File: src/mmu_pkg.sv
`default_nettype none

package mmu_pkg;

    // tlb geometry
    localparam int tlb_entries = 32;
    localparam int tlb_idx_w   = 5;
    localparam int asid_w      = 8;
    localparam int vpn2_w      = 19;
    localparam int pfn_w       = 20;

    // segment boundaries
    localparam logic [31:0] kseg0_base = 32'h8000_0000;
    localparam logic [31:0] kseg1_base = 32'hA000_0000;
    localparam logic [31:0] kseg2_base = 32'hC000_0000;

    // translation exceptions
    localparam int exc_w = 3;
    localparam logic [exc_w-1:0] exc_none      = 3'd0;
    localparam logic [exc_w-1:0] exc_refill_l  = 3'd1;
    localparam logic [exc_w-1:0] exc_refill_s  = 3'd2;
    localparam logic [exc_w-1:0] exc_invalid_l = 3'd3;
    localparam logic [exc_w-1:0] exc_invalid_s = 3'd4;
    localparam logic [exc_w-1:0] exc_modified  = 3'd5;

    // cp0 register numbers
    localparam logic [4:0] cp0_index    = 5'd0;
    localparam logic [4:0] cp0_random   = 5'd1;
    localparam logic [4:0] cp0_entrylo0 = 5'd2;
    localparam logic [4:0] cp0_entrylo1 = 5'd3;
    localparam logic [4:0] cp0_entryhi  = 5'd10;

    // tlb maintenance ops
    localparam logic [1:0] op_tlbr  = 2'd0;
    localparam logic [1:0] op_tlbwi = 2'd1;
    localparam logic [1:0] op_tlbwr = 2'd2;
    localparam logic [1:0] op_tlbp  = 2'd3;

    localparam logic [2:0] cache_c_cached = 3'd3;

    // entrylo word, raw for cp0 access, by field inside the tlb
    typedef union packed {
        logic [31:0] raw;
        struct packed {
            logic [5:0]       rsvd;
            logic [pfn_w-1:0] pfn;
            logic [2:0]       c;
            logic             d;
            logic             v;
            logic             g;
        } f;
    } entrylo_u;

endpackage

`default_nettype wire

File: src/mmu_ifs.sv
`timescale 1ns/1ns
`default_nettype none


interface tlb_lookup_if import mmu_pkg::*; ();
    // vaddr[31:12]
    logic [pfn_w-1:0] vpn;
    logic             hit;
    logic [pfn_w-1:0] pfn;
    logic [2:0]       c;
    logic             d;
    logic             v;

    modport port  (output vpn, input hit, pfn, c, d, v);
    modport array (input vpn, output hit, pfn, c, d, v);
endinterface

`default_nettype wire

File: src/addr_xlate.sv
`timescale 1ns/1ns
`default_nettype none

module addr_xlate import mmu_pkg::*; #(
    parameter int write_port = 0
)(
    input  logic             clk,
    input  logic             rst_n,
    input  logic             req,
    input  logic [31:0]      vaddr,
    input  logic             wr,
    output logic             done,
    output logic [31:0]      paddr,
    output logic [exc_w-1:0] exc,
    output logic             cached,
    tlb_lookup_if.port       lk
);

    logic             st;
    logic [31:0]      paddr_d;
    logic [exc_w-1:0] exc_d;
    logic             cached_d;

    // fetch port never sees a store
    assign st     = (write_port != 0) && wr;
    assign lk.vpn = vaddr[31:12];

    always_comb begin
        if (vaddr >= kseg0_base && vaddr < kseg1_base) begin
            paddr_d  = vaddr - kseg0_base;
            exc_d    = exc_none;
            cached_d = 1'b1;
        end else if (vaddr >= kseg1_base && vaddr < kseg2_base) begin
            paddr_d  = vaddr - kseg1_base;
            exc_d    = exc_none;
            cached_d = 1'b0;
        end else begin
            // kuseg, kseg2/3 go through the tlb
            paddr_d = {lk.pfn, vaddr[11:0]};
            if (!lk.hit) begin
                exc_d = st ? exc_refill_s : exc_refill_l;
            end else if (!lk.v) begin
                exc_d = st ? exc_invalid_s : exc_invalid_l;
            end else if (st && !lk.d) begin
                exc_d = exc_modified;
            end else begin
                exc_d = exc_none;
            end
            cached_d = (exc_d == exc_none) && (lk.c == cache_c_cached);
        end
    end

    always_ff @(posedge clk or negedge rst_n) begin
        if (!rst_n) begin
            done   <= 1'b0;
            exc    <= exc_none;
            cached <= 1'b0;
        end else begin
            done   <= req;
            exc    <= req ? exc_d : exc_none;
            cached <= req & cached_d;
        end
    end

    always_ff @(posedge clk) begin
        if (req) begin
            paddr <= paddr_d;
        end
    end

endmodule

`default_nettype wire

File: src/flat_wrapper.sv
// flat-port wrapper written by rule: the top's interface ports become plain ports
module addr_xlate_flat import mmu_pkg::*;
#(
    parameter int write_port = 0
)
  (clk, rst_n, req, vaddr, wr, done, paddr, exc, cached, lk_vpn, lk_hit, lk_pfn, lk_c, lk_d, lk_v);
  tlb_lookup_if lk_i ();
  input  logic clk;
  input  logic rst_n;
  input  logic req;
  input  logic [31:0] vaddr;
  input  logic wr;
  output logic done;
  output logic [31:0] paddr;
  output logic [exc_w-1:0] exc;
  output logic cached;
  output wire logic [$bits(lk_i.vpn)-1:0] lk_vpn;
  input wire logic [$bits(lk_i.hit)-1:0] lk_hit;
  input wire logic [$bits(lk_i.pfn)-1:0] lk_pfn;
  input wire logic [$bits(lk_i.c)-1:0] lk_c;
  input wire logic [$bits(lk_i.d)-1:0] lk_d;
  input wire logic [$bits(lk_i.v)-1:0] lk_v;
  assign lk_vpn = lk_i.vpn;
  assign lk_i.hit = lk_hit;
  assign lk_i.pfn = lk_pfn;
  assign lk_i.c = lk_c;
  assign lk_i.d = lk_d;
  assign lk_i.v = lk_v;
  addr_xlate #(.write_port(write_port)) u_core (.clk(clk), .rst_n(rst_n), .req(req), .vaddr(vaddr), .wr(wr), .done(done), .paddr(paddr), .exc(exc), .cached(cached), .lk(lk_i));
endmodule
File: config.mk
export PLATFORM = sky130hd
export DESIGN_NAME = addr_xlate_flat
export DESIGN_NICKNAME = d
export VERILOG_FILES = /design/src/mmu_pkg.sv /design/src/mmu_ifs.sv /design/src/addr_xlate.sv /design/src/flat_wrapper.sv
export SDC_FILE = /design/constraint.sdc
export NUM_CORES = 1
export LEC_CHECK = 0
export ABC_AREA = 1
export CAP_MARGIN = 20
export CORE_MARGIN = 2
export CORE_UTILIZATION = 60
export CTS_CLUSTER_SIZE = 16
export DETAILED_ROUTE_END_ITERATION = 12
export DONT_BUFFER_PORTS = 1
export GPL_TIMING_DRIVEN = 0
export HOLD_SLACK_MARGIN = 0.1
export PLACE_DENSITY = 0.76
export SYNTH_ARGS = -nofsm -noshare
export SYNTH_HDL_FRONTEND = slang
export SYNTH_SLANG_ARGS = --single-unit
File: constraint.sdc
create_clock -name clk -period 0.8 [get_ports clk]
set_input_delay 0.04 -clock clk [delete_from_list [all_inputs] [get_ports clk]]
set_output_delay 0.04 -clock clk [all_outputs]
set_load 0.005 [all_outputs]
==> results of run 1 <==
-- registers in the layout, summed over array words and instances (netlist names) --
name           count
u_core.exc         2
u_core.paddr      32
u_core.cached      1
u_core.done        1
-- synthesized netlist by cell type --
library cell and instances:
sky130_fd_sc_hd__nor4_1 1, sky130_fd_sc_hd__conb_1 1, sky130_fd_sc_hd__a21oi_2 1, sky130_fd_sc_hd__a21oi_1 3, sky130_fd_sc_hd__buf_4 21, sky130_fd_sc_hd__inv_2 2
sky130_fd_sc_hd__dfrtp_1 4, sky130_fd_sc_hd__nor3b_1 1, sky130_fd_sc_hd__nand2_1 68, sky130_fd_sc_hd__xor2_1 1, sky130_fd_sc_hd__nor2_1 20, sky130_fd_sc_hd__nor3_1 1
sky130_fd_sc_hd__buf_2 3, sky130_fd_sc_hd__nor2_2 2, sky130_fd_sc_hd__edfxtp_1 32, sky130_fd_sc_hd__inv_1 5, sky130_fd_sc_hd__nand3_1 2, sky130_fd_sc_hd__nand2_2 2
sky130_fd_sc_hd__ha_1 2, sky130_fd_sc_hd__o21ai_4 1
-- routing by layer --
layer / vias to the layer above / routed length [um] / track usage
met5: - / 0 / 0
met4: 0 / 119 / 0.106
met3: 12 / 533 / 0.104
met2: 123 / 3140 / 0.619
met1: 715 / 1630 / 0.304
li1: 664 / - / -
-- logic make-up after synthesis --
family          synth area share
flops                      0.616
compound gates            0.0233
xor+xnor                 0.00509
simple gates               0.223
fa+ha+maj                 0.0145
buf+inv                    0.116
other cells              0.00218
-- how the worst min path moves through the flow --
stage / depth (start not counted) / endpoint / slack, ps
2_1_floorplan: 0 / u_core.cached$_DFF_PN0_ / -260
3_3_place_gp: 0 / u_core.exc[0]$_DFF_PN0_ / -260
3_5_place_dp: 0 / u_core.done$_DFF_PN0_ / -260
4_1_cts: 0 / u_core.done$_DFF_PN0_ / -290
5_1_grt: 0 / u_core.done$_DFF_PN0_ / -290
6_report: 0 / u_core.done$_DFF_PN0_ / -260
-- area by class of cell --
class,instances,area [um^2],area share
buffer,24,173,0.0697
clock buffer,7,45.0,0.0182
clock inverter,1,3.75,0.00152
inverter,7,43.8,0.0177
multi-input combinational,106,524,0.212
sequential,36,1060,0.428
tap,31,38.8,0.0157
timing repair buffer,59,588,0.237
-- report_power, final --
group	leakage (nW)	switching [mW]	internal, mW	total, mW
Combinational	0.655	0.252	0.346	0.599
Clock	0.0269	0.581	0.338	0.919
Sequential	0.364	0.0900	2.23	2.32
Total	1.05	0.923	2.92	3.84
-- timing repair --
action | CTS | global route
endpoints found under the hold margin | 72 | 34
endpoints found under the setup margin | 8 | 35
buffers inserted | 0 | 1
pin swaps | 0 | 8
resized for setup | 0 | 9
cloned | 0 | 0
==> report_table.html, run 1 <==
<table>
<tr><th>Metric</th><th>Value</th></tr>
<tr><th colspan="2">Critical path</th></tr>
<tr><td>Max stage delay cell, worst path</td><td>sky130_fd_sc_hd__dlygate4sd3_1</td></tr>
<tr><td>CP required</td><td>900 ps</td></tr>
<tr><td>CP startpoint</td><td>vaddr[29]</td></tr>
<tr><td>Number of gates on the worst path with buffers counted</td><td>5</td></tr>
<tr><td>CP peak stage delay</td><td>560 ps</td></tr>
<tr><td>Startpoint class of the critical path</td><td>primary input</td></tr>
<tr><td>Top fanout value on the critical path</td><td>4</td></tr>
<tr><td>CP Class</td><td>in -&gt; reg</td></tr>
<tr><td>Cell chain of the critical path</td><td>inv_1, dlygate4sd3_1, nand2_1, nand2_1, nor2_1</td></tr>
<tr><td>CP bufs+invs</td><td>2</td></tr>
<tr><td>Crit end category</td><td>flip-flop</td></tr>
<tr><td>Endpoint arrival time on the critical path</td><td>940 ps</td></tr>
<tr><td>Most common cell on crit path</td><td>sky130_fd_sc_hd__nand2_1</td></tr>
<tr><td>Setup crit end</td><td>u_core.paddr[30]$_DFFE_PP_</td></tr>
<tr><td>Top delay family on crit path</td><td>buffers and inverters</td></tr>
<tr><th colspan="2">STA</th></tr>
<tr><td>Number of hold violations in the final report</td><td>33</td></tr>
<tr><td>Worst hold margin</td><td>-265 ps</td></tr>
<tr><td>Max Transition Viols Final</td><td>0</td></tr>
<tr><td>Slack of the critical path</td><td>-48.7 ps</td></tr>
<tr><td>Setup repair after global routing missed its margin</td><td>true</td></tr>
<tr><td>Setup total negative slack</td><td>-147 ps</td></tr>
<tr><td>Min Clock Period, post-route</td><td>849 ps</td></tr>
<tr><td>Final setup violation count</td><td>7</td></tr>
<tr><td>Fmax</td><td>1180 MHz</td></tr>
<tr><td>Final worst-path cycle share</td><td>1.06</td></tr>
<tr><th colspan="2">Floorplan</th></tr>
<tr><td>Core region area</td><td>0.00273 mm^2</td></tr>
<tr><td>Row Count</td><td>19</td></tr>
<tr><td>Effective utilization at floorplan</td><td>0.630</td></tr>
<tr><td>Die Area</td><td>0.00331 mm^2</td></tr>
<tr><td>Die X</td><td>57.6 um</td></tr>
<tr><td>IO Pins</td><td>119</td></tr>
<tr><td>Die outline height</td><td>57.6 um</td></tr>
<tr><th colspan="2">Global route</th></tr>
<tr><td>Vias in the first global route</td><td>1581</td></tr>
<tr><td>Combined global-route utilization of all metal layers</td><td>0.317</td></tr>
<tr><td>Antenna violations before repair</td><td>0</td></tr>
<tr><td>Global route total overflow</td><td>0</td></tr>
<tr><td>Wire length of the first global-routing pass</td><td>7620 um</td></tr>
<tr><td>Pin count of the biggest net entering global routing</td><td>35</td></tr>
<tr><th colspan="2">Final layout</th></tr>
<tr><td>Most common cell after layout, fill and taps aside</td><td>sky130_fd_sc_hd__nand2_1</td></tr>
<tr><td>Final cell utilization of the core</td><td>0.906</td></tr>
<tr><td>Fill cell count</td><td>103</td></tr>
<tr><td>Synth-to-Final Area Change</td><td>43.9%</td></tr>
<tr><td>Fraction of layout cells with a size suffix above 1</td><td>0.221</td></tr>
<tr><td>Most used cells in the layout excluding fill and tap cells</td><td>67 x sky130_fd_sc_hd__nand2_1, 58 x sky130_fd_sc_hd__dlygate4sd3_1, 32 x sky130_fd_sc_hd__edfxtp_1, 22 x sky130_fd_sc_hd__buf_4, 11 x sky130_fd_sc_hd__nor2_1</td></tr>
<tr><td>Layout Cell Area excl Fill</td><td>0.00248 mm^2</td></tr>
<tr><td>Diodes inserted</td><td>0</td></tr>
<tr><td>Final nets</td><td>303</td></tr>
<tr><td>Post-route insts no fill</td><td>271</td></tr>
<tr><th colspan="2">Power</th></tr>
<tr><td>Total power of the final layout</td><td>3.84 mW</td></tr>
<tr><td>IR Drop Worst-Case VDD</td><td>1.60 mV</td></tr>
<tr><td>Power density of the placed cells</td><td>1550 mW/mm^2</td></tr>
<tr><td>Leak pwr</td><td>1.05 nW</td></tr>
<tr><th colspan="2">Placed design</th></tr>
<tr><td>HPWL Detailed</td><td>2490 um</td></tr>
<tr><td>Final weighted congestion in routability-driven placement</td><td>0.793</td></tr>
<tr><td>Count of buffers from port buffering</td><td>0</td></tr>
<tr><td>Total placed cells including tap cells</td><td>204</td></tr>
<tr><td>Instance area at placement</td><td>0.00181 mm^2</td></tr>
<tr><td>Post-place setup slack</td><td>-290 ps</td></tr>
<tr><th colspan="2">Route</th></tr>
<tr><td>Final wirelength</td><td>5420 um</td></tr>
<tr><td>Overall via count from detail_route</td><td>1514</td></tr>
<tr><td>DRC errors left</td><td>0</td></tr>
<tr><td>Via density per instance</td><td>5.59</td></tr>
<tr><td>Count of routing violations after the opening detailed-route iteration</td><td>94</td></tr>
<tr><td>Final ANT Viol Nets</td><td>0</td></tr>
<tr><td>Length of the first detailed-routing pass in iterations</td><td>4</td></tr>
<tr><td>Average wire length per cell after detail routing</td><td>20.0 um</td></tr>
<tr><th colspan="2">Synth</th></tr>
<tr><td>Synthesized instance count</td><td>173</td></tr>
<tr><td>Net count of the mapped netlist</td><td>237</td></tr>
<tr><td>Fraction of the yosys area taken by sequential cells</td><td>0.616</td></tr>
<tr><td>Synth Cell Area</td><td>0.00172 mm^2</td></tr>
<tr><td>Fraction of post-synthesis cell area in the top cell type by area</td><td>0.558</td></tr>
<tr><td>Synth Warn #</td><td>0</td></tr>
<tr><td>Count of distinct cell types in the synthesized netlist</td><td>20</td></tr>
<tr><td>Biggest area consumer among synthesized cells</td><td>sky130_fd_sc_hd__edfxtp_1</td></tr>
<tr><td>Biggest area contributors in the synthesized netlist</td><td>sky130_fd_sc_hd__edfxtp_1 56%, sky130_fd_sc_hd__nand2_1 15%, sky130_fd_sc_hd__buf_4 9.2%</td></tr>
<tr><td>Synthesized area per cell</td><td>9.95 um^2</td></tr>
<tr><td>Synthesized flop and latch total</td><td>36</td></tr>
<tr><th colspan="2">Run</th></tr>
<tr><td>Max capacitance violation total</td><td>0</td></tr>
<tr><th colspan="2">Status</th></tr>
<tr><td>Outcome</td><td>finished, violations left</td></tr>
<tr><td>Violated checks</td><td>hold timing, setup timing</td></tr>
<tr><th colspan="2">Clock network</th></tr>
<tr><td>Clock sink total</td><td>36</td></tr>
<tr><td>Reg clk slew, reported paths</td><td>110 ps</td></tr>
<tr><td>CTS tree</td><td>built</td></tr>
<tr><td>Number of levels in the clock H-tree</td><td>2</td></tr>
<tr><td>Post-CTS Hold Fix Bufs</td><td>58</td></tr>
<tr><td>Total clock buffers created by CTS</td><td>5</td></tr>
<tr><td>Clock tree root driver cell</td><td>sky130_fd_sc_hd__clkbuf_4</td></tr>
<tr><td>Max clock buf depth</td><td>2</td></tr>
<tr><th colspan="2">Worst hold path</th></tr>
<tr><td>HP Start</td><td>req</td></tr>
<tr><td>Path class of the lowest-slack min-delay path</td><td>in -&gt; reg</td></tr>
</table>
(Power assumes the default switching activity.)
==> inputs of run 2 (changes only) <==
--- a/config.mk
+++ b/config.mk
@@ -14,7 +14,8 @@
 export DONT_BUFFER_PORTS = 1
 export GPL_TIMING_DRIVEN = 0
 export HOLD_SLACK_MARGIN = 0.1
-export PLACE_DENSITY = 0.76
+export PLACE_DENSITY = 0.84
+export RECOVER_POWER = 25
 export SYNTH_ARGS = -nofsm -noshare
 export SYNTH_HDL_FRONTEND = slang
 export SYNTH_SLANG_ARGS = --single-unit
==> run 2 against run 1 <==
Against the previous run:
- the run still ends with hold timing, setup timing left
- critical path depth grew 3
- highest routed layer unchanged
- clock power is 110% higher
- maximum frequency down 3.4%
- worst hold slack worse by 16 ps
==> report_table.html, run 2 (same netlist as run 1, synthesis figures left out) <==
<table>
<tr><th>Metric</th><th>Value</th></tr>
<tr><th colspan="2">Route</th></tr>
<tr><td>Count of routing violations after the opening detailed-route iteration</td><td>184 (+96%)</td></tr>
<tr><td>Length of routed wiring on met1</td><td>1990 um (+22%)</td></tr>
<tr><td>Via density per instance</td><td>6.19 (+11%)</td></tr>
<tr><td>Final wirelength</td><td>6920 um (+28%)</td></tr>
<tr><td>Overall via count from detail_route</td><td>1664 (+9.9%)</td></tr>
<tr><td>Final ANT Viol Nets</td><td>0 (unchanged)</td></tr>
<tr><td>Top layer used by detailed routing</td><td>met4</td></tr>
<tr><td>Average wire length per cell after detail routing</td><td>25.7 um (+29%)</td></tr>
<tr><td>Met2 routed WL</td><td>3650 um (+16%)</td></tr>
<tr><td>DRC errors left</td><td>0 (unchanged)</td></tr>
<tr><td>Detail Route met3 WL</td><td>724 um (+36%)</td></tr>
<tr><td>Length of the first detailed-routing pass in iterations</td><td>5 (+1)</td></tr>
<tr><th colspan="2">Critical path</th></tr>
<tr><td>CP peak stage delay</td><td>250 ps (-310 ps)</td></tr>
<tr><td>CP Class</td><td>in -&gt; reg</td></tr>
<tr><td>Cell chain of the critical path</td><td>nor2_1, nand2_1, nor2_2, nand2_2, o21ai_4, nand3_2, nand2_1, nor2_1</td></tr>
<tr><td>CP required</td><td>910 ps (about the same)</td></tr>
<tr><td>CP bufs+invs</td><td>0 (-2)</td></tr>
<tr><td>Startpoint class of the critical path</td><td>primary input</td></tr>
<tr><td>Top delay family on crit path</td><td>simple AND/OR/NAND/NOR gates</td></tr>
<tr><td>Crit end category</td><td>flip-flop</td></tr>
<tr><td>Max stage delay cell, worst path</td><td>sky130_fd_sc_hd__o21ai_4</td></tr>
<tr><td>Top fanout value on the critical path</td><td>5 (+1)</td></tr>
<tr><td>Endpoint arrival time on the critical path</td><td>990 ps (+50 ps)</td></tr>
<tr><th colspan="2">Final layout</th></tr>
<tr><td>Register ranked first by flip-flop count</td><td>u_core.paddr</td></tr>
<tr><td>Fraction of layout cells with a size suffix above 1</td><td>0.286 (+0.0649)</td></tr>
<tr><td>Synth-to-Final Area Change</td><td>51.7%</td></tr>
<tr><td>Fill cell count</td><td>69 (-33%)</td></tr>
<tr><td>Most used cells in the layout excluding fill and tap cells</td><td>62 x sky130_fd_sc_hd__nand2_1, 56 x sky130_fd_sc_hd__dlygate4sd3_1, 32 x sky130_fd_sc_hd__edfxtp_1, 21 x sky130_fd_sc_hd__buf_4, 11 x sky130_fd_sc_hd__nor2_2</td></tr>
<tr><td>Top flop regs</td><td>u_core.paddr x32, u_core.exc x2</td></tr>
<tr><td>Final nets</td><td>301 (-0.66%)</td></tr>
<tr><td>Largest register FFs</td><td>32 (unchanged)</td></tr>
<tr><td>Diodes inserted</td><td>0 (unchanged)</td></tr>
<tr><td>Post-route insts no fill</td><td>269 (-0.74%)</td></tr>
<tr><td>Most common cell after layout, fill and taps aside</td><td>sky130_fd_sc_hd__nand2_1</td></tr>
<tr><th colspan="2">Floorplan</th></tr>
<tr><td>Die X</td><td>57.6 um (unchanged)</td></tr>
<tr><td>Die Area</td><td>0.00331 mm^2 (unchanged)</td></tr>
<tr><td>Die outline height</td><td>57.6 um (unchanged)</td></tr>
<tr><td>IO Pins</td><td>119 (unchanged)</td></tr>
<tr><td>Core region area</td><td>0.00273 mm^2 (unchanged)</td></tr>
<tr><td>Effective utilization at floorplan</td><td>0.630 (unchanged)</td></tr>
<tr><td>Row Count</td><td>19 (unchanged)</td></tr>
<tr><th colspan="2">Clock network</th></tr>
<tr><td>Max clock buf depth</td><td>2 (unchanged)</td></tr>
<tr><td>Post-CTS setup buffer count</td><td>0 (unchanged)</td></tr>
<tr><td>Clock sink total</td><td>36 (unchanged)</td></tr>
<tr><td>Total clock buffers created by CTS</td><td>5 (unchanged)</td></tr>
<tr><td>Post-CTS Hold Fix Bufs</td><td>58 (unchanged)</td></tr>
<tr><td>Reg clk slew, reported paths</td><td>120 ps (about the same)</td></tr>
<tr><td>Number of levels in the clock H-tree</td><td>2 (unchanged)</td></tr>
<tr><td>CTS tree</td><td>built</td></tr>
<tr><td>Clock tree root driver cell</td><td>sky130_fd_sc_hd__clkbuf_4</td></tr>
<tr><th colspan="2">STA</th></tr>
<tr><td>Number of hold violations in the final report</td><td>34 (+3.0%)</td></tr>
<tr><td>Setup repair after global routing missed its margin</td><td>true</td></tr>
<tr><td>Max Transition Viols Final</td><td>0 (unchanged)</td></tr>
<tr><td>Slack of the critical path</td><td>-78.9 ps (-30.2 ps)</td></tr>
<tr><td>Min Clock Period, post-route</td><td>879 ps (+30.2 ps)</td></tr>
<tr><td>Worst hold margin</td><td>-281 ps (-16.3 ps)</td></tr>
<tr><td>Final setup violation count</td><td>27 (+20)</td></tr>
<tr><td>Final worst-path cycle share</td><td>1.10 (+0.0377)</td></tr>
<tr><td>Fmax</td><td>1140 MHz (-3.4%)</td></tr>
<tr><th colspan="2">Worst hold path</th></tr>
<tr><td>HP Start</td><td>req</td></tr>
<tr><td>Path class of the lowest-slack min-delay path</td><td>in -&gt; reg</td></tr>
<tr><td>End point of the most critical hold path</td><td>u_core.done$_DFF_PN0_</td></tr>
<tr><td>Hold Path Stages</td><td>0 (unchanged)</td></tr>
<tr><th colspan="2">Placed design</th></tr>
<tr><td>HPWL Detailed</td><td>2740 um (+9.8%)</td></tr>
<tr><td>Count of buffers from port buffering</td><td>0 (unchanged)</td></tr>
<tr><td>Total placed cells including tap cells</td><td>204 (unchanged)</td></tr>
<tr><td>Final weighted congestion in routability-driven placement</td><td>0.749 (-5.6%)</td></tr>
<tr><th colspan="2">Power</th></tr>
<tr><td>IR Drop Worst-Case VDD</td><td>1.85 mV (+15%)</td></tr>
<tr><td>Power density of the placed cells</td><td>1890 mW/mm^2 (+22%)</td></tr>
<tr><td>Leak pwr</td><td>1.09 nW (+4.7%)</td></tr>
<tr><th colspan="2">Global route</th></tr>
<tr><td>Vias in the first global route</td><td>1669 (+5.6%)</td></tr>
<tr><td>Global route total overflow</td><td>0 (unchanged)</td></tr>
<tr><td>Wire length of the first global-routing pass</td><td>8180 um (+7.4%)</td></tr>
<tr><td>Pin count of the biggest net entering global routing</td><td>35 (unchanged)</td></tr>
<tr><td>Antenna violations before repair</td><td>0 (unchanged)</td></tr>
<tr><td>Combined global-route utilization of all metal layers</td><td>0.345 (+0.0278)</td></tr>
<tr><th colspan="2">Status</th></tr>
<tr><td>Violated checks</td><td>hold timing, setup timing</td></tr>
<tr><td>Outcome</td><td>finished, violations left</td></tr>
<tr><th colspan="2">Run</th></tr>
<tr><td>Max capacitance violation total</td><td>0 (unchanged)</td></tr>
</table>
-- run 2: cell count changes in the layout (fill, tap and decap cells not counted), moves of 2 or more --
cell                            previous run  this run
sky130_fd_sc_hd__bufinv_16                 0         3
sky130_fd_sc_hd__clkbuf_1                  2         0
sky130_fd_sc_hd__dlygate4sd3_1            58        56
sky130_fd_sc_hd__nand2_1                  67        62
sky130_fd_sc_hd__nand2_2                   3         8
sky130_fd_sc_hd__nor2_1                   11         5
sky130_fd_sc_hd__nor2_2                    9        11
sky130_fd_sc_hd__nor2_4                    2         6
-- run 2: what timing repair did --
action | 4_1_cts | 5_1_grt
pin swaps | 0 | 18
gates resized for setup | 0 | 29
endpoints found under the hold margin | 72 | 36
setup endpoints to repair | 22 | 32
-- run 2: stage by stage --
step | util | cell area (um^2) | setup WS [ps] | setup TNS, ps | power, mW
6_report | 0.956 | 2610 | -78.9 | -647 | 4.94
5_1_grt | 0.956 | 2610 | -89.0 | -1180 | 5.03
4_1_cts | 0.921 | 2520 | -29.5 | -232 | 4.80
3_3_place_gp | 0.662 | 1810 | -286 | -1750 | 2.64
3_5_place_dp | 0.662 | 1810 | -342 | -2140 | 2.67
2_1_floorplan | - | 1770 | -167 | -393 | 2.59
-- run 2: layout make-up --
type / count / area, um^2 / area share
Tap cell: 31 / 38.8 / 0.0148
Multi-Input combinational cell: 106 / 582 / 0.223
Timing Repair Buffer: 57 / 573 / 0.219
Clock inverter: 3 / 90.1 / 0.0345
Inverter: 7 / 57.6 / 0.0220
Clock buffer: 5 / 37.5 / 0.0144
Sequential cell: 36 / 1060 / 0.406
Buffer: 24 / 173 / 0.0661
-- run 2: worst max path at each step --
| stage | to | cells after the start | start |
|---|---|---|---|
| 2_1_floorplan | u_core.paddr[31]$_DFFE_PP_ | 9 | vaddr[30] |
| 3_3_place_gp | u_core.paddr[31]$_DFFE_PP_ | 8 | vaddr[11] |
| 3_5_place_dp | u_core.paddr[31]$_DFFE_PP_ | 8 | vaddr[11] |
| 4_1_cts | paddr[1] | 0 | u_core.paddr[1]$_DFFE_PP_ |
| 5_1_grt | u_core.paddr[30]$_DFFE_PP_ | 8 | vaddr[24] |
| 6_report | u_core.paddr[30]$_DFFE_PP_ | 8 | vaddr[21] |
-- run 2: where the power goes --
part	total [mW]	internal [mW]	switching, mW
sequential	2.33	2.23	0.0963
clock	1.96	1.29	0.671
combinational	0.652	0.355	0.297
total	4.94	3.88	1.06
-- run 2: layer usage --
layer | GRT usage | vias to the layer above
met5 | 0 | -
met4 | 0.196 | 0
met3 | 0.0771 | 48
met2 | 0.651 | 192
met1 | 0.338 | 763
li1 | - | 661
==> inputs of run 3 (changes only) <==
--- a/config.mk
+++ b/config.mk
@@ -16,6 +16,7 @@
 export HOLD_SLACK_MARGIN = 0.1
 export PLACE_DENSITY = 0.84
 export RECOVER_POWER = 25
+export SETUP_SLACK_MARGIN = 0.3
 export SYNTH_ARGS = -nofsm -noshare
 export SYNTH_HDL_FRONTEND = slang
 export SYNTH_SLANG_ARGS = --single-unit
==> run 3 against run 2 <==
Against the previous run:
- final area is 19% lower
- combinational power shrank 37%
- highest routed layer unchanged
- the run ends with hold timing left
- setup slack improved by 85 ps
- non-clock buffer count decreased by 42
- worst hold slack better by 19 ps
- critical path type is now reg -> out
- critical path depth is 8 lower
- clock power is 55% lower
- power shrank 27%
- final cell count is 16% lower
- critical endpoint is now paddr[5]
- flip-flop and latch count is the same
==> report_table.html, run 3 (same netlist as run 1, synthesis figures left out) <==
<table>
<tr><th>Metric</th><th>Value</th></tr>
<tr><th colspan="2">STA</th></tr>
<tr><td>Max Transition Viols Final</td><td>0 (unchanged)</td></tr>
<tr><td>Number of hold violations in the final report</td><td>60 (+76%)</td></tr>
<tr><td>Worst hold margin</td><td>-262 ps (+18.5 ps)</td></tr>
<tr><td>Final setup violation count</td><td>0 (-100%)</td></tr>
<tr><td>Fmax</td><td>1260 MHz (+11%)</td></tr>
<tr><td>Final worst-path cycle share</td><td>0.993 (-0.106)</td></tr>
<tr><td>Setup repair after global routing missed its margin</td><td>true</td></tr>
<tr><td>Min Clock Period, post-route</td><td>794 ps (-84.8 ps)</td></tr>
<tr><th colspan="2">Floorplan</th></tr>
<tr><td>Die Area</td><td>0.00331 mm^2 (unchanged)</td></tr>
<tr><td>Die outline height</td><td>57.6 um (unchanged)</td></tr>
<tr><td>Row Count</td><td>19 (unchanged)</td></tr>
<tr><td>Effective utilization at floorplan</td><td>0.630 (unchanged)</td></tr>
<tr><td>Core region area</td><td>0.00273 mm^2 (unchanged)</td></tr>
<tr><td>IO Pins</td><td>119 (unchanged)</td></tr>
<tr><td>Die X</td><td>57.6 um (unchanged)</td></tr>
<tr><th colspan="2">Route</th></tr>
<tr><td>DRC errors left</td><td>0 (unchanged)</td></tr>
<tr><td>Overall via count from detail_route</td><td>1253 (-25%)</td></tr>
<tr><td>Via density per instance</td><td>5.52 (-11%)</td></tr>
<tr><td>Final ANT Viol Nets</td><td>0 (unchanged)</td></tr>
<tr><td>Average wire length per cell after detail routing</td><td>16.7 um (-35%)</td></tr>
<tr><td>Detail Route met3 WL</td><td>366 um (-49%)</td></tr>
<tr><td>Final wirelength</td><td>3790 um (-45%)</td></tr>
<tr><td>Top layer used by detailed routing</td><td>met4</td></tr>
<tr><td>Length of the first detailed-routing pass in iterations</td><td>5 (unchanged)</td></tr>
<tr><td>Count of routing violations after the opening detailed-route iteration</td><td>44 (-76%)</td></tr>
<tr><td>Met2 routed WL</td><td>2130 um (-42%)</td></tr>
<tr><td>Length of routed wiring on met1</td><td>1240 um (-38%)</td></tr>
<tr><th colspan="2">Final layout</th></tr>
<tr><td>Final nets</td><td>259 (-14%)</td></tr>
<tr><td>Largest register FFs</td><td>32 (unchanged)</td></tr>
<tr><td>Top flop regs</td><td>u_core.paddr x32, u_core.exc x2</td></tr>
<tr><td>Most used cells in the layout excluding fill and tap cells</td><td>65 x sky130_fd_sc_hd__nand2_1, 32 x sky130_fd_sc_hd__edfxtp_1, 22 x sky130_fd_sc_hd__buf_4, 12 x sky130_fd_sc_hd__dlygate4sd3_1</td></tr>
<tr><td>Fraction of layout cells with a size suffix above 1</td><td>0.301 (+0.0153)</td></tr>
<tr><td>Final cell utilization of the core</td><td>0.773 (-0.183)</td></tr>
<tr><td>Most common cell after layout, fill and taps aside</td><td>sky130_fd_sc_hd__nand2_1</td></tr>
<tr><td>Register ranked first by flip-flop count</td><td>u_core.paddr</td></tr>
<tr><td>Diodes inserted</td><td>0 (unchanged)</td></tr>
<tr><td>Synth-to-Final Area Change</td><td>22.7%</td></tr>
<tr><th colspan="2">Global route</th></tr>
<tr><td>Vias in the first global route</td><td>1288 (-23%)</td></tr>
<tr><td>Pin count of the biggest net entering global routing</td><td>35 (unchanged)</td></tr>
<tr><td>Wire length of the first global-routing pass</td><td>5890 um (-28%)</td></tr>
<tr><td>Combined global-route utilization of all metal layers</td><td>0.240 (-0.105)</td></tr>
<tr><td>Global route total overflow</td><td>0 (unchanged)</td></tr>
<tr><td>Antenna violations before repair</td><td>0 (unchanged)</td></tr>
<tr><th colspan="2">Status</th></tr>
<tr><td>Violated checks</td><td>hold timing</td></tr>
<tr><td>Outcome</td><td>finished, violations left</td></tr>
<tr><th colspan="2">Critical path</th></tr>
<tr><td>Top fanout value on the critical path</td><td>1 (-4)</td></tr>
<tr><td>CP Class</td><td>reg -&gt; out</td></tr>
<tr><td>Crit end category</td><td>output pin</td></tr>
<tr><td>Endpoint arrival time on the critical path</td><td>750 ps (-240 ps)</td></tr>
<tr><td>CP required</td><td>760 ps (-150 ps)</td></tr>
<tr><td>Startpoint class of the critical path</td><td>flip-flop</td></tr>
<tr><th colspan="2">Clock network</th></tr>
<tr><td>Number of levels in the clock H-tree</td><td>2 (unchanged)</td></tr>
<tr><td>Reg clk slew, reported paths</td><td>100 ps (-20 ps)</td></tr>
<tr><td>Total clock buffers created by CTS</td><td>5 (unchanged)</td></tr>
<tr><td>Max clock buf depth</td><td>2 (unchanged)</td></tr>
<tr><td>Post-CTS Hold Fix Bufs</td><td>13 (-78%)</td></tr>
<tr><td>Clock tree root driver cell</td><td>sky130_fd_sc_hd__clkbuf_4</td></tr>
<tr><td>Clock sink total</td><td>36 (unchanged)</td></tr>
<tr><td>CTS tree</td><td>built</td></tr>
<tr><th colspan="2">Worst hold path</th></tr>
<tr><td>Hold Path Stages</td><td>0 (unchanged)</td></tr>
<tr><td>Path class of the lowest-slack min-delay path</td><td>in -&gt; reg</td></tr>
<tr><td>HP Start</td><td>req</td></tr>
<tr><td>End point of the most critical hold path</td><td>u_core.done$_DFF_PN0_</td></tr>
<tr><th colspan="2">Power</th></tr>
<tr><td>Leak pwr</td><td>0.890 nW (-19%)</td></tr>
<tr><td>Total power of the final layout</td><td>3.61 mW (-27%)</td></tr>
<tr><td>Power density of the placed cells</td><td>1710 mW/mm^2 (-9.6%)</td></tr>
<tr><td>IR Drop Worst-Case VDD</td><td>1.52 mV (-18%)</td></tr>
<tr><th colspan="2">Placed design</th></tr>
<tr><td>Count of buffers from port buffering</td><td>0 (unchanged)</td></tr>
<tr><td>HPWL Detailed</td><td>2560 um (-6.4%)</td></tr>
<tr><td>Final weighted congestion in routability-driven placement</td><td>0.753 (+0.55%)</td></tr>
<tr><th colspan="2">Run</th></tr>
<tr><td>Max capacitance violation total</td><td>0 (unchanged)</td></tr>
</table>
[run 3: changes by cell type in the layout (fill, tap and decap cells not counted), moves of 2 or more]
cell	delta
sky130_fd_sc_hd__buf_2	-3
sky130_fd_sc_hd__nand2_2	-4
sky130_fd_sc_hd__bufinv_16	-3
sky130_fd_sc_hd__nand2_1	+3
sky130_fd_sc_hd__nor2_2	-5
sky130_fd_sc_hd__dlygate4sd3_1	-44
sky130_fd_sc_hd__nor2_1	+3
sky130_fd_sc_hd__buf_6	+3
sky130_fd_sc_hd__nor2_4	+2
sky130_fd_sc_hd__inv_12	+2
sky130_fd_sc_hd__clkbuf_1	+2
[run 3: layer usage]
metal | vias to the layer above | track usage
met5 | - | 0
met4 | 0 | 0.0897
met3 | 7 | 0.0658
met2 | 72 | 0.437
met1 | 595 | 0.264
li1 | 579 | -
[run 3: report_power, final]
group          internal [mW]  switching [mW]
Clock                  0.338           0.549
Sequential              2.23          0.0814
Combinational          0.224           0.184
Total                   2.80           0.814
[run 3: worst max-delay path by stage]
stage / cells after the start / start / end
final: 0 / u_core.paddr[5]$_DFFE_PP_ / paddr[5]
after global routing: 0 / u_core.paddr[16]$_DFFE_PP_ / paddr[16]
after CTS: 0 / u_core.paddr[5]$_DFFE_PP_ / paddr[5]
after global placement: 8 / vaddr[11] / u_core.paddr[31]$_DFFE_PP_
after detailed placement: 8 / vaddr[11] / u_core.paddr[30]$_DFFE_PP_
after floorplan: 9 / vaddr[30] / u_core.paddr[31]$_DFFE_PP_
[run 3: layout make-up]
| class | instances | area [um^2] |
|---|---|---|
| clock inverter | 1 | 3.75 |
| buffer | 24 | 184 |
| fill | 179 | 622 |
| tap | 31 | 38.8 |
| clock buffer | 7 | 45.0 |
| multi-input combinational | 106 | 571 |
| timing repair buffer | 15 | 155 |
| sequential | 36 | 1060 |
| inverter | 7 | 53.8 |
[run 3: repair_timing]
action                                  in CTS  in global routing
endpoints found under the setup margin      40                 42
buffers inserted                             2                  0
hold endpoints to repair                    72                 61
gates resized for setup                     10                 15
pin swaps                                   10                 11
[run 3: through the flow]
step	cells	TNS (ps)	hold slack, ps	cell area (um^2)	worst slack [ps]
6_report	227	0	-262	2110	5.83
5_1_grt	227	-330	-284	2110	-26.9
4_1_cts	227	-54.7	-283	2060	-16.1
3_5_place_dp	204	-935	-255	1830	-294
3_3_place_gp	204	-896	-255	1830	-293
2_1_floorplan	173	-393	-256	1790	-167
